### config.mk
export PLATFORM = sky130hd
export DESIGN_NAME = sps_parser_top
export DESIGN_NICKNAME = d
export VERILOG_FILES = /design/src/sps_pkg.sv /design/src/sps_parser_top.sv /design/src/sps_param_regs.sv /design/src/sps_field_sequencer.sv /design/src/exp_golomb_decoder.sv /design/src/bit_window.sv
export SDC_FILE = /design/constraint.sdc
export NUM_CORES = 1
export LEC_CHECK = 0
export BUFFER_PORTS_ARGS = -buffer_cell sky130_fd_sc_hd__buf_2
export CORE_MARGIN = 3
export CORE_UTILIZATION = 30
export DETAILED_ROUTE_END_ITERATION = 12
export PLACE_DENSITY = 0.47
export SLEW_MARGIN = 20
export SYNTH_ARGS = -nofsm -noshare
export SYNTH_HDL_FRONTEND = slang
export SYNTH_SLANG_ARGS = --single-unit
### constraint.sdc
create_clock -name clk -period 6.6 [get_ports clk]
set_input_delay 0.66 -clock clk [delete_from_list [all_inputs] [get_ports clk]]
set_output_delay 0.66 -clock clk [all_outputs]
set_load 0.02 [all_outputs]
### src/sps_pkg.sv
package sps_pkg;

    // --------------------------------------------------
    // sizes
    // --------------------------------------------------
    localparam int BUF_BITS         = 32;
    localparam int VIEW_BITS        = 16;
    localparam int FILL_W           = 6;
    localparam int HEADER_SKIP_BITS = 104;
    localparam int MAX_UE_ZEROS     = 15;
    localparam int SUFFIX_CHUNK     = 8;
    localparam int UE_W             = 16;
    localparam int NEED_LEVEL       = 24;    // request while fill <= this
    localparam int MIN_VIEW_FILL    = 16;

    typedef struct packed {
        logic [VIEW_BITS-1:0] view;          // msb is next bit in stream
        logic [4:0]           zeros;
        logic                 ready;
    } window_t;

    typedef struct packed {
        logic       strobe;
        logic [4:0] count;
    } read_req_t;

    // syntax order, discarded elements included
    typedef enum logic [4:0] {
        FLD_SPS_ID, FLD_CHROMA_FORMAT, FLD_PIC_WIDTH, FLD_PIC_HEIGHT,
        FLD_CONF_FLAG, FLD_CONF_LEFT, FLD_CONF_RIGHT, FLD_CONF_TOP, FLD_CONF_BOTTOM,
        FLD_BIT_DEPTH_LUMA, FLD_BIT_DEPTH_CHROMA, FLD_LOG2_POC_LSB, FLD_SUB_LAYER_FLAG,
        FLD_MAX_DEC_PIC_BUF, FLD_NUM_REORDER, FLD_MAX_LATENCY,
        FLD_LOG2_MIN_CB, FLD_LOG2_DIFF_CB, FLD_LOG2_MIN_TB, FLD_LOG2_DIFF_TB,
        FLD_DEPTH_INTER, FLD_DEPTH_INTRA, FLD_FLAG_GROUP, FLD_NUM_ST_RPS, FLD_END
    } field_id_e;

    typedef struct packed {
        logic [1:0]  chroma_format_idc;
        logic [12:0] pic_width;
        logic [11:0] pic_height;
        logic [3:0]  log2_max_poc_lsb_minus4;
        logic [4:0]  max_dec_pic_buffering_minus1;
        logic [1:0]  log2_min_cb_minus3;
        logic [1:0]  log2_diff_cb;
        logic [1:0]  log2_min_tb_minus2;
        logic [1:0]  log2_diff_tb;
        logic [2:0]  depth_inter;
        logic [2:0]  depth_intra;
        logic        amp_flag;
        logic        sao_flag;
        logic [3:0]  num_st_rps;
    } sps_params_t;

    typedef struct packed {
        logic            wr;
        field_id_e       id;
        logic [UE_W-1:0] value;
    } field_wr_t;

    typedef enum logic [2:0] {
        SEQ_SKIP, SEQ_UE, SEQ_CONF_FLAG, SEQ_SUB_FLAG, SEQ_FLAG_GROUP, SEQ_END, SEQ_IDLE
    } seq_state_e;

endpackage
### src/sps_parser_top.sv
`timescale 1ns/1ns

module sps_parser_top import sps_pkg::*;
(
    input  logic        clk,
    input  logic        rst,
    input  logic        i_en,
    input  logic [7:0]  i_byte,
    input  logic        i_byte_valid,
    output logic        o_need_byte,
    output sps_params_t o_params,
    output logic        o_done
);

    window_t   window;
    read_req_t read_req;
    field_wr_t field_wr;

    bit_window u_window
    (
        .clk          (clk),
        .rst          (rst),
        .i_byte       (i_byte),
        .i_byte_valid (i_byte_valid),
        .i_read       (read_req),
        .o_window     (window),
        .o_need_byte  (o_need_byte)
    );

    sps_field_sequencer u_seq
    (
        .clk        (clk),
        .rst        (rst),
        .i_en       (i_en),
        .i_window   (window),
        .o_read     (read_req),
        .o_field_wr (field_wr)
    );

    sps_param_regs u_regs
    (
        .clk        (clk),
        .rst        (rst),
        .i_field_wr (field_wr),
        .o_params   (o_params),
        .o_done     (o_done)
    );

endmodule

### src/sps_param_regs.sv
`timescale 1ns/1ns

module sps_param_regs import sps_pkg::*;
(
    input  logic        clk,
    input  logic        rst,
    input  field_wr_t   i_field_wr,
    output sps_params_t o_params,
    output logic        o_done
);

    logic [UE_W-1:0] v;

    assign v = i_field_wr.value;

    always_ff @(posedge clk)
    begin
        if (rst)
        begin
            o_params <= '0;
            o_done   <= 1'b0;
        end
        else if (i_field_wr.wr)
        begin
            case (i_field_wr.id)
                FLD_CHROMA_FORMAT:   o_params.chroma_format_idc <= v[1:0];
                FLD_PIC_WIDTH:       o_params.pic_width <= v[12:0];
                FLD_PIC_HEIGHT:      o_params.pic_height <= v[11:0];
                FLD_LOG2_POC_LSB:    o_params.log2_max_poc_lsb_minus4 <= v[3:0];
                FLD_MAX_DEC_PIC_BUF: o_params.max_dec_pic_buffering_minus1 <= v[4:0];
                FLD_LOG2_MIN_CB:     o_params.log2_min_cb_minus3 <= v[1:0];
                FLD_LOG2_DIFF_CB:    o_params.log2_diff_cb <= v[1:0];
                FLD_LOG2_MIN_TB:     o_params.log2_min_tb_minus2 <= v[1:0];
                FLD_LOG2_DIFF_TB:    o_params.log2_diff_tb <= v[1:0];
                FLD_DEPTH_INTER:     o_params.depth_inter <= v[2:0];
                FLD_DEPTH_INTRA:     o_params.depth_intra <= v[2:0];
                FLD_FLAG_GROUP:
                begin
                    o_params.amp_flag <= v[2];   // second bit of group
                    o_params.sao_flag <= v[1];
                end
                FLD_NUM_ST_RPS:      o_params.num_st_rps <= v[3:0];
                FLD_END:             o_done <= 1'b1;
                default: ;
            endcase
        end
    end

endmodule

### src/sps_field_sequencer.sv
`timescale 1ns/1ns

module sps_field_sequencer import sps_pkg::*;
(
    input  logic      clk,
    input  logic      rst,
    input  logic      i_en,
    input  window_t   i_window,
    output read_req_t o_read,
    output field_wr_t o_field_wr
);

    seq_state_e      state_q;
    field_id_e       field_q;                // next ue element
    logic [3:0]      skip_cnt_q;
    field_wr_t       wr_q;
    logic            go;
    logic            ue_active;
    logic            head_bit;
    read_req_t       dec_read;
    read_req_t       own_read;
    logic [UE_W-1:0] dec_value;
    logic            dec_valid;

    assign go        = i_en && i_window.ready;
    assign ue_active = (state_q == SEQ_UE);
    assign head_bit  = i_window.view[VIEW_BITS-1];

    exp_golomb_decoder u_ue
    (
        .clk           (clk),
        .rst           (rst),
        .i_start       (ue_active),
        .i_window      (i_window),
        .i_en          (i_en),
        .o_read        (dec_read),
        .o_value       (dec_value),
        .o_value_valid (dec_valid)
    );

    always_comb
    begin
        own_read = '0;
        case (state_q)
            SEQ_SKIP:                    own_read.count = 5'd8;
            SEQ_CONF_FLAG, SEQ_SUB_FLAG: own_read.count = 5'd1;
            SEQ_FLAG_GROUP:              own_read.count = 5'd4;
            default:                     own_read.count = 5'd0;
        endcase
        own_read.strobe = go && (own_read.count != 5'd0);
    end

    assign o_read     = ue_active ? dec_read : own_read;
    assign o_field_wr = wr_q;

    // --------------------------------------------------
    // syntax walk
    // --------------------------------------------------
    always_ff @(posedge clk)
    begin
        if (rst)
        begin
            state_q    <= SEQ_SKIP;
            field_q    <= FLD_SPS_ID;
            skip_cnt_q <= '0;
            wr_q       <= '0;
        end
        else
        begin
            wr_q.wr <= 1'b0;
            case (state_q)
                SEQ_SKIP:
                    if (go)
                    begin
                        skip_cnt_q <= skip_cnt_q + 4'd1;
                        if (skip_cnt_q == 4'(HEADER_SKIP_BITS / 8 - 1))
                            state_q <= SEQ_UE;
                    end
                SEQ_UE:
                    if (dec_valid)
                    begin
                        wr_q <= '{wr: 1'b1, id: field_q, value: dec_value};
                        case (field_q)
                            FLD_PIC_HEIGHT:   state_q <= SEQ_CONF_FLAG;
                            FLD_LOG2_POC_LSB: state_q <= SEQ_SUB_FLAG;
                            FLD_DEPTH_INTRA:  state_q <= SEQ_FLAG_GROUP;
                            FLD_NUM_ST_RPS:   state_q <= SEQ_END;
                            default:          field_q <= field_id_e'(field_q + 5'd1);
                        endcase
                    end
                SEQ_CONF_FLAG:
                    if (go)
                    begin
                        wr_q    <= '{wr: 1'b1, id: FLD_CONF_FLAG, value: UE_W'(head_bit)};
                        field_q <= head_bit ? FLD_CONF_LEFT : FLD_BIT_DEPTH_LUMA;
                        state_q <= SEQ_UE;
                    end
                SEQ_SUB_FLAG:
                    if (go)
                    begin
                        wr_q    <= '{wr: 1'b1, id: FLD_SUB_LAYER_FLAG, value: UE_W'(head_bit)};
                        field_q <= FLD_MAX_DEC_PIC_BUF;   // one sub-layer only
                        state_q <= SEQ_UE;
                    end
                SEQ_FLAG_GROUP:
                    if (go)
                    begin
                        wr_q <= '{wr: 1'b1, id: FLD_FLAG_GROUP,
                                  value: UE_W'(i_window.view[VIEW_BITS-1 -: 4])};
                        field_q <= FLD_NUM_ST_RPS;
                        state_q <= SEQ_UE;
                    end
                SEQ_END:
                    if (i_en)
                    begin
                        wr_q    <= '{wr: 1'b1, id: FLD_END, value: '0};
                        state_q <= SEQ_IDLE;
                    end
                default: ;                   // idle until reset
            endcase
        end
    end

endmodule

### src/exp_golomb_decoder.sv
`timescale 1ns/1ns

module exp_golomb_decoder import sps_pkg::*;
(
    input  logic            clk,
    input  logic            rst,
    input  logic            i_start,
    input  window_t         i_window,
    input  logic            i_en,
    output read_req_t       o_read,
    output logic [UE_W-1:0] o_value,
    output logic            o_value_valid
);

    logic            in_suffix;
    logic [4:0]      zeros;
    logic [4:0]      zeros_q;
    logic [4:0]      left_q;                 // suffix bits still to read
    logic [4:0]      chunk_len;
    logic [UE_W-1:0] chunk;
    logic [UE_W-1:0] acc_q;
    logic [UE_W-1:0] acc_next;
    logic            step;
    logic            last_chunk;

    assign zeros = (i_window.zeros > 5'(MAX_UE_ZEROS)) ? 5'(MAX_UE_ZEROS) : i_window.zeros;
    assign step  = i_en && i_window.ready && (in_suffix || i_start);

    assign last_chunk = (left_q <= 5'(SUFFIX_CHUNK));
    assign chunk_len  = last_chunk ? left_q : 5'(SUFFIX_CHUNK);
    assign chunk      = UE_W'(i_window.view >> (5'(VIEW_BITS) - chunk_len));
    assign acc_next   = (acc_q << chunk_len) | chunk;

    assign o_read.strobe = step;
    assign o_read.count  = in_suffix ? chunk_len : zeros + 5'd1;   // prefix plus stop bit

    assign o_value_valid = step && (in_suffix ? last_chunk : (zeros == 5'd0));
    assign o_value = in_suffix ? ((UE_W'(1) << zeros_q) - UE_W'(1)) + acc_next : '0;

    always_ff @(posedge clk)
    begin
        if (rst)
        begin
            in_suffix <= 1'b0;
            left_q    <= '0;
        end
        else if (step)
        begin
            if (!in_suffix)
            begin
                left_q    <= zeros;
                in_suffix <= (zeros != 5'd0);
            end
            else
            begin
                left_q <= left_q - chunk_len;
                if (last_chunk)
                    in_suffix <= 1'b0;
            end
        end
    end

    always_ff @(posedge clk)
    begin
        if (step)
        begin
            if (!in_suffix)
            begin
                acc_q   <= '0;
                zeros_q <= zeros;
            end
            else
                acc_q <= acc_next;
        end
    end

endmodule

### src/bit_window.sv
`timescale 1ns/1ns

module bit_window import sps_pkg::*;
(
    input  logic       clk,
    input  logic       rst,
    input  logic [7:0] i_byte,
    input  logic       i_byte_valid,
    input  read_req_t  i_read,
    output window_t    o_window,
    output logic       o_need_byte
);

    logic [BUF_BITS-1:0]  buf_q;             // left aligned, zero below fill
    logic [FILL_W-1:0]    fill_q;
    logic [BUF_BITS-1:0]  shifted;
    logic [FILL_W-1:0]    fill_left;
    logic [FILL_W-1:0]    consume;
    logic [VIEW_BITS-1:0] view;

    function automatic logic [4:0] lead_zeros(input logic [VIEW_BITS-1:0] v);
        logic [4:0] n;
        n = 5'(VIEW_BITS);
        for (int i = 0; i < VIEW_BITS; i++)
        begin
            if (v[i])
                n = 5'(VIEW_BITS - 1 - i);   // highest set bit wins
        end
        return n;
    endfunction

    assign consume   = i_read.strobe ? FILL_W'(i_read.count) : '0;
    assign shifted   = buf_q << consume;
    assign fill_left = fill_q - consume;
    assign view      = buf_q[BUF_BITS-1 -: VIEW_BITS];

    assign o_window.view  = view;
    assign o_window.zeros = lead_zeros(view);
    assign o_window.ready = (fill_q >= FILL_W'(MIN_VIEW_FILL));
    assign o_need_byte    = (fill_q <= FILL_W'(NEED_LEVEL));

    // --------------------------------------------------
    // consume first, then append at the new fill point
    // --------------------------------------------------
    always_ff @(posedge clk)
    begin
        if (rst)
        begin
            buf_q  <= '0;
            fill_q <= '0;
        end
        else if (i_byte_valid)
        begin
            buf_q  <= shifted | ({i_byte, {(BUF_BITS-8){1'b0}}} >> fill_left);
            fill_q <= fill_left + FILL_W'(8);
        end
        else
        begin
            buf_q  <= shifted;
            fill_q <= fill_left;
        end
    end

endmodule

==> metrics.txt, run 1 <==
status=completed; Worst-path clk slew=0.07 ns; WL/cell=around 17 µm; Fill cells=~3600; number of global-route vias before repair=approximately 8800; GPL Wtd Cong=0.888; DR vias/cell=5.31; sequential fraction of the synthesis area=30.7%; Final Hold Vio Count=0; worst slew pin tran=just over 1 ns; CP Max Fanout=11; Power Dens Cells=roughly 310 mW/mm²; Clock Tree Root=clkbuf_16; Distinct cells, synth=74; hold buffer count at cts=0; diode count=0; Die Wd=approximately 190 µm; WL met1=about 15000 µm; Synth area leader=dfxtp_1; FMAX=approximately 180 MHz; DRT Pass-1 Iters=5; die footprint=around 0.037 mm²; Slew HR=between 30% and 40%; Total Wirelength=30200 µm; Final TNS setup=0 ns; first-pass GRT wire length=roughly 49000 µm; initial antenna violation count=0; Sink Count=150; Tmin final=roughly 5.6 ns; CTS max path bufs=2; FF+latch count, synth=150; syn_area_per_cell=7.99 µm²; Worst EP required=about 7 ns; IO Port Bufs=69; Layout Nets=~1400; synthesized net count=1349; number of warnings issued by yosys=0; drt initial violations=780; WHS=approximately 0.45 ns; Die Span Y=between 150 and 200 µm; Multi-input gate area=around 0.0066 mm²; pin count of the biggest net entering global routing=96; clock latency on the worst-skew pair=roughly 0.44 ns; via count=9424; Slew Viols, Final=0; metal2 WL=13500 µm; RSZ-0062 raised after global routing=no; ANT nets after route=0; Worst Hold Class=reg -> reg; clk_skew=0.0108 ns; P_leak=4.93 nW; commonest non-fill, non-tap cell in the layout=nor2_1; DP HPWL=roughly 22000 µm; gr ovfl total=0; Mapped Area=around 0.010 mm²; slowest cell delay on critical path=0.47 ns; Async S/R FF share, synth=0%; storage element area=about 0.0032 mm²; Setup CP Type=reg -> reg; Synth Instances=approximately 1300; Worst path most repeated cell=a21oi_1; Final setup viols=0; Tcrit/Tclk final=a little under nine tenths; number of max-cap violations=0; htree depth=4; Main synth FF type=dfxtp_1; area of the core=~0.034 mm²; Ports=70; Post-CTS Setup Inserts=0; EDFF count, synth=18; DRC violations left=0; post-cts resize count=0; global-route total usage across every layer=16.4%; area delta synth->final=12.9%; CP max stage cell=ha_1; Worst Setup End Kind=register; met3 wire len=1190 µm; Crit path arrival time=approximately 6 ns; crit start category=register; Synth area leaders=dfxtp_1 26%, mux2i_1 13%, nor2_1 6.5%; share of post-route cells with drive strength above 1=12.4%; post-synth top area share=25.5%; CTS tree=done; site row count=67; CTS Buf Count=17; Starting Density=between 30% and 40%; maximum ir drop on the vdd rail=between 150 and 200 µV; commonest cells after routing, fill and taps aside=179 x nor2_1, 144 x nand2_1, 132 x dfxtp_1; top sig layer=met4
cell families (layout without fill, tap and decap cells):
logic type | after synthesis | count (layout) | synth area share, %
buf+inv | 144 | 173 | 5.64
mux | 155 | 155 | 16.6
fa+ha+maj | 40 | 40 | 4.98
compound gates | 305 | 305 | 19.1
other cells | 2 | 2 | 0.0725
flops | 150 | 150 | 30.7
simple gates | 474 | 474 | 20.6
xor+xnor | 27 | 27 | 2.28
area by class of cell:
| cell class | count | area share, % |
|---|---|---|
| clock inverter | 10 | 1.40 |
| inverter | 55 | 1.76 |
| clock buffer | 22 | 4.15 |
| sequential | 150 | 27.2 |
| timing repair buffer | 86 | 4.06 |
| tap | 448 | 4.79 |
| multi-input combinational | 1003 | 56.6 |
cells in the mapped netlist (19+ instances only):
cell      instances
o21ai_0          43
dfxtp_1         132
nor2_1          179
inv_1            50
xnor2_1          19
a21oi_1          98
nor3_1           32
clkbuf_1         69
nand3_1          31
nand2_1         144
a22oi_1          30
mux2i_1         130
ha_1             38
power by group:
| group | internal (W) | switching (W) | leakage, nW | total (W) |
|---|---|---|---|---|
| combinational | 0.000534 | 0.000880 | 3.42 | 0.00141 |
| clock | 0.000678 | 0.000415 | 0.313 | 0.00109 |
| sequential | 0.00101 | 0.000118 | 1.20 | 0.00113 |
| total | 0.00222 | 0.00141 | 4.93 | 0.00363 |
stage by stage:
| stage | area, µm² | power [W] | utilization, % | instances | setup slack [ns] |
|---|---|---|---|---|---|
| final | 11700 | 0.00363 | 34.6 | 1774 | 0.968 |
| after global routing | 11700 | 0.00384 | 34.6 | 1774 | 0.433 |
| after CTS | 11700 | 0.00363 | 34.6 | 1774 | 0.963 |
| after detailed placement | 11000 | 0.00253 | 32.7 | 1742 | 1.01 |
| after global placement | 11000 | 0.00254 | 32.7 | 1742 | 1.06 |
| after floorplan | 10400 | 0.00214 | - | 1297 | 0.813 |
critical path: cells and delay by family (launching register included):
family	cells	cell delay (ns)
xor gates and xnor gates	1	0.15
adders and majority gates	4	1.39
DFF	1	0.35
and+or+nand+nor	4	0.68
buffers and inverters	4	0.66
muxes	1	0.22
AOI/OAI and AO/OA	12	2.03
path summary, 6_finish.rpt:
path	slack, ns	cells after the start	start	endpoint
max reg2reg	0.97	26	u_seq.u_ue.left_q[3]$_SDFFE_PP0P_	u_seq.o_field_wr[11]$_SDFFE_PP0P_
max	0.97	26	u_seq.u_ue.left_q[3]$_SDFFE_PP0P_	u_seq.o_field_wr[11]$_SDFFE_PP0P_
min	0.45	2	u_regs.o_params[33]$_SDFFE_PP0P_	u_regs.o_params[33]$_SDFFE_PP0P_
min reg2reg	0.45	2	u_regs.o_params[33]$_SDFFE_PP0P_	u_regs.o_params[33]$_SDFFE_PP0P_
routing by layer:
metal,vias up,GRT usage [%]
met2,203,24.8
met4,0,4.66
met5,-,0
met1,4511,23.7
li1,4677,-
met3,33,3.03
sequential cells by signal, summed over array words and instances, names as in the netlist:
signal,flops
u_regs.o_done,1
u_regs.o_params,56
u_seq.field_q,5
u_seq.o_field_wr,19
u_seq.skip_cnt_q,4
u_seq.state_q,3
u_seq.u_ue.acc_q,13
u_seq.u_ue.in_suffix,1
u_seq.u_ue.left_q,5
u_seq.u_ue.zeros_q,5
u_window.buf_q,32
u_window.fill_q,6
(Power assumes the default switching activity.)
==> inputs of run 2 (changes only) <==
--- a/config.mk
+++ b/config.mk
@@ -7,9 +7,9 @@
 export LEC_CHECK = 0
 export BUFFER_PORTS_ARGS = -buffer_cell sky130_fd_sc_hd__buf_2
 export CORE_MARGIN = 3
-export CORE_UTILIZATION = 30
+export CORE_UTILIZATION = 40
 export DETAILED_ROUTE_END_ITERATION = 12
-export PLACE_DENSITY = 0.47
+export PLACE_DENSITY = 0.59
 export SLEW_MARGIN = 20
 export SYNTH_ARGS = -nofsm -noshare
 export SYNTH_HDL_FRONTEND = slang
==> run 2 against run 1 <==
Clock skew is 0.0021 ns higher. Clock power is 9% lower. Final cell count is 6.7% lower. Global-route usage is 3.9 points higher. Sequential cell count stayed put. Die area is 24% lower. Clock-buffer cell count is 5 lower. Register-to-register slack worse by 0.06 ns. Cell area is 1.9% lower. Utilization is 11 points higher. Power is 4.0% lower. Critical path type unchanged. Critical endpoint unchanged.
==> metrics.txt, run 2 (synthesis gave the netlist of run 1 again) <==
RSZ-0062 raised after global routing=no (unchanged); Final Non-Filler Cells=1655 (was 1774); Worst path most repeated cell=a21oi_1 (unchanged); Die Wd=167 µm (was 192 µm); Slew HR=26.2% (was 32.2%); DP Cell Count=1623 (was 1742); Final Hold Vio Count=0 (unchanged); commonest cells after routing, fill and taps aside=179 x nor2_1, 144 x nand2_1, 132 x dfxtp_1 (unchanged); Power Total=0.00349 W (was 0.00363 W); CP Max Fanout=11 (unchanged); Worst Hold Class=reg -> reg (unchanged); diode count=0 (unchanged); first-pass GRT wire length=47400 µm (was 48600 µm); GPL Wtd Cong=0.940 (was 0.888); Worst EP required=6.89 ns (was 6.88 ns); Setup CP Type=reg -> reg (unchanged); area delta synth->final=10.8% (was 12.9%); DR vias/cell=5.72 (was 5.31); Reg power frac=32.1% (was 31.0%); maximum ir drop on the vdd rail=210 µV (was 195 µV); Psw=0.00145 W (was 0.00141 W); number of global-route vias before repair=8876 (was 8804); Final TNS setup=0 ns (unchanged); CTS Buf Count=17 (unchanged); Crit path arrival time=5.98 ns (was 5.91 ns); crit path cell chain=nor2_1, buf_4, and2_1, inv_2, ha_1, inv_2, mux4_2, o21ai_0, a21oi_1, ha_1, inv_1, ha_1, fa_1, a21o_1, a21oi_1, o21bai_1, a21oi_1, o21bai_1, a21oi_1, o21ai_0, xor2_1, a22oi_1, nor2_1; CTS max path bufs=2 (unchanged); DP HPWL=20600 µm (was 22500 µm); FMAX=176 MHz (was 178 MHz); register bank with the most flops=u_regs.o_params (unchanged); via count=9474 (was 9424); CP max stage cell=mux4_2 (was ha_1); storage element area=0.00318 mm² (unchanged); WHS=0.451 ns (was 0.450 ns); DRC violations left=0 (unchanged); Comb power frac=39.5% (was 38.9%); switching share of power=41.4% (was 38.9%); ANT nets after route=0 (unchanged); Tmin final=5.69 ns (was 5.63 ns); Post-CTS Setup Inserts=0 (unchanged); post-cts resize count=0 (unchanged); Slew Viols, Final=0 (unchanged); hold buffer count at cts=0 (unchanged); global-route total usage across every layer=20.3% (was 16.4%); P_leak=4.89 nW (was 4.93 nW); Total Wirelength=28600 µm (was 30200 µm); slowest cell delay on critical path=0.52 ns (was 0.47 ns); Power Dens Cells=304 mW/mm² (was 311 mW/mm²); clk_skew=0.0129 ns (was 0.0108 ns); share of post-route cells with drive strength above 1=12.3% (was 12.4%); worst slew pin tran=1.10 ns (was 1.02 ns); area of the core=0.0253 mm² (was 0.0338 mm²); htree depth=4 (unchanged); Multi-input gate area=0.00661 mm² (was 0.00662 mm²); commonest non-fill, non-tap cell in the layout=nor2_1 (unchanged); max FFs per register=56 (unchanged); Final setup viols=0 (unchanged); die footprint=0.0279 mm² (was 0.0368 mm²); WL/cell=17.3 µm (was 17.0 µm); CTS tree=done (unchanged); initial antenna violation count=0 (unchanged); Layout Nets=1364 (was 1365); IO Port Bufs=69 (unchanged); Fill cells=2544 (was 3604); Ports=70 (unchanged); site row count=58 (was 67); Tcrit/Tclk final=86.2% (was 85.3%); Pint=0.00204 W (was 0.00222 W); Worst Setup End Kind=register (unchanged); Util after Layout=45.3% (was 34.6%); clock latency on the worst-skew pair=0.44 ns (about the same); Clock Tree Root=clkbuf_16 (unchanged); Starting Density=40.9% (was 30.7%); Worst-path clk slew=0.07 ns (about the same); gr ovfl total=0 (unchanged); clock share of power=28.4% (was 30.1%); crit start category=register (unchanged); drt initial violations=784 (was 780); status=completed (unchanged); number of max-cap violations=0 (unchanged); Die Span Y=167 µm (was 192 µm); DRT Pass-1 Iters=6 (was 5); pin count of the biggest net entering global routing=99 (was 96); Sink Count=150 (unchanged)
[run 2: cell types whose count changed in the layout (fill, tap and decap cells not counted), sizes merged]
cell      change
inv           +5
clkbuf        -5
clkinv        +5
buf           -1
clkinvlp      -1
bufinv        -4
[run 2: worst paths after layout]
kind         slack [ns]                              start                           endpoint  cells past startpoint
max                0.91  u_seq.u_ue.left_q[3]$_SDFFE_PP0P_  u_seq.o_field_wr[11]$_SDFFE_PP0P_                     23
min                0.45   u_regs.o_params[55]$_SDFFE_PP0P_   u_regs.o_params[55]$_SDFFE_PP0P_                      2
max reg2reg        0.91  u_seq.u_ue.left_q[3]$_SDFFE_PP0P_  u_seq.o_field_wr[11]$_SDFFE_PP0P_                     23
min reg2reg        0.45   u_regs.o_params[55]$_SDFFE_PP0P_   u_regs.o_params[55]$_SDFFE_PP0P_                      2
[run 2: power by group through the flow]
stage          registers (W)  clock network [W]  logic (W)
6_report             0.00112           0.000990    0.00138
3_3_place_gp         0.00114                  0    0.00136
5_1_grt              0.00114            0.00105    0.00152
4_1_cts              0.00112            0.00101    0.00135
3_5_place_dp         0.00114                  0    0.00134
2_1_floorplan        0.00107                  0    0.00106
[run 2: per-layer routing]
layer  up-vias  part of all wire (%)  GRT usage [%]
met2       291                    45           31.2
met5         -                     0              0
met4         0                   1.5           4.81
li1       4676                     -              -
met1      4473                    49           29.7
met3        34                   5.2           3.56
[run 2: area by class of cell]
type,instances,area share (%)
sequential,150,27.7
clock buffer,17,3.71
timing repair buffer,85,4.08
multi-input combinational,1003,57.6
clock inverter,15,1.53
tap,330,3.60
inverter,55,1.80
[run 2: metrics by stage]
| step | worst slack [ns] | cell area [µm²] |
|---|---|---|
| after floorplan | 0.813 | 10400 |
| after global placement | 1.14 | 10900 |
| after detailed placement | 1.04 | 10900 |
| after CTS | 1.01 | 11500 |
| after global routing | 0.540 | 11500 |
| final | 0.912 | 11500 |
[run 2: critical path, delay by kind of cell, from the launching register on]
kind,cells,cell delay (ns)
simple gates,3,0.63
buf+inv,4,0.66
flops,1,0.35
compound gates,10,1.82
mux,1,0.52
xor+xnor,1,0.15
fa+ha+maj,4,1.40
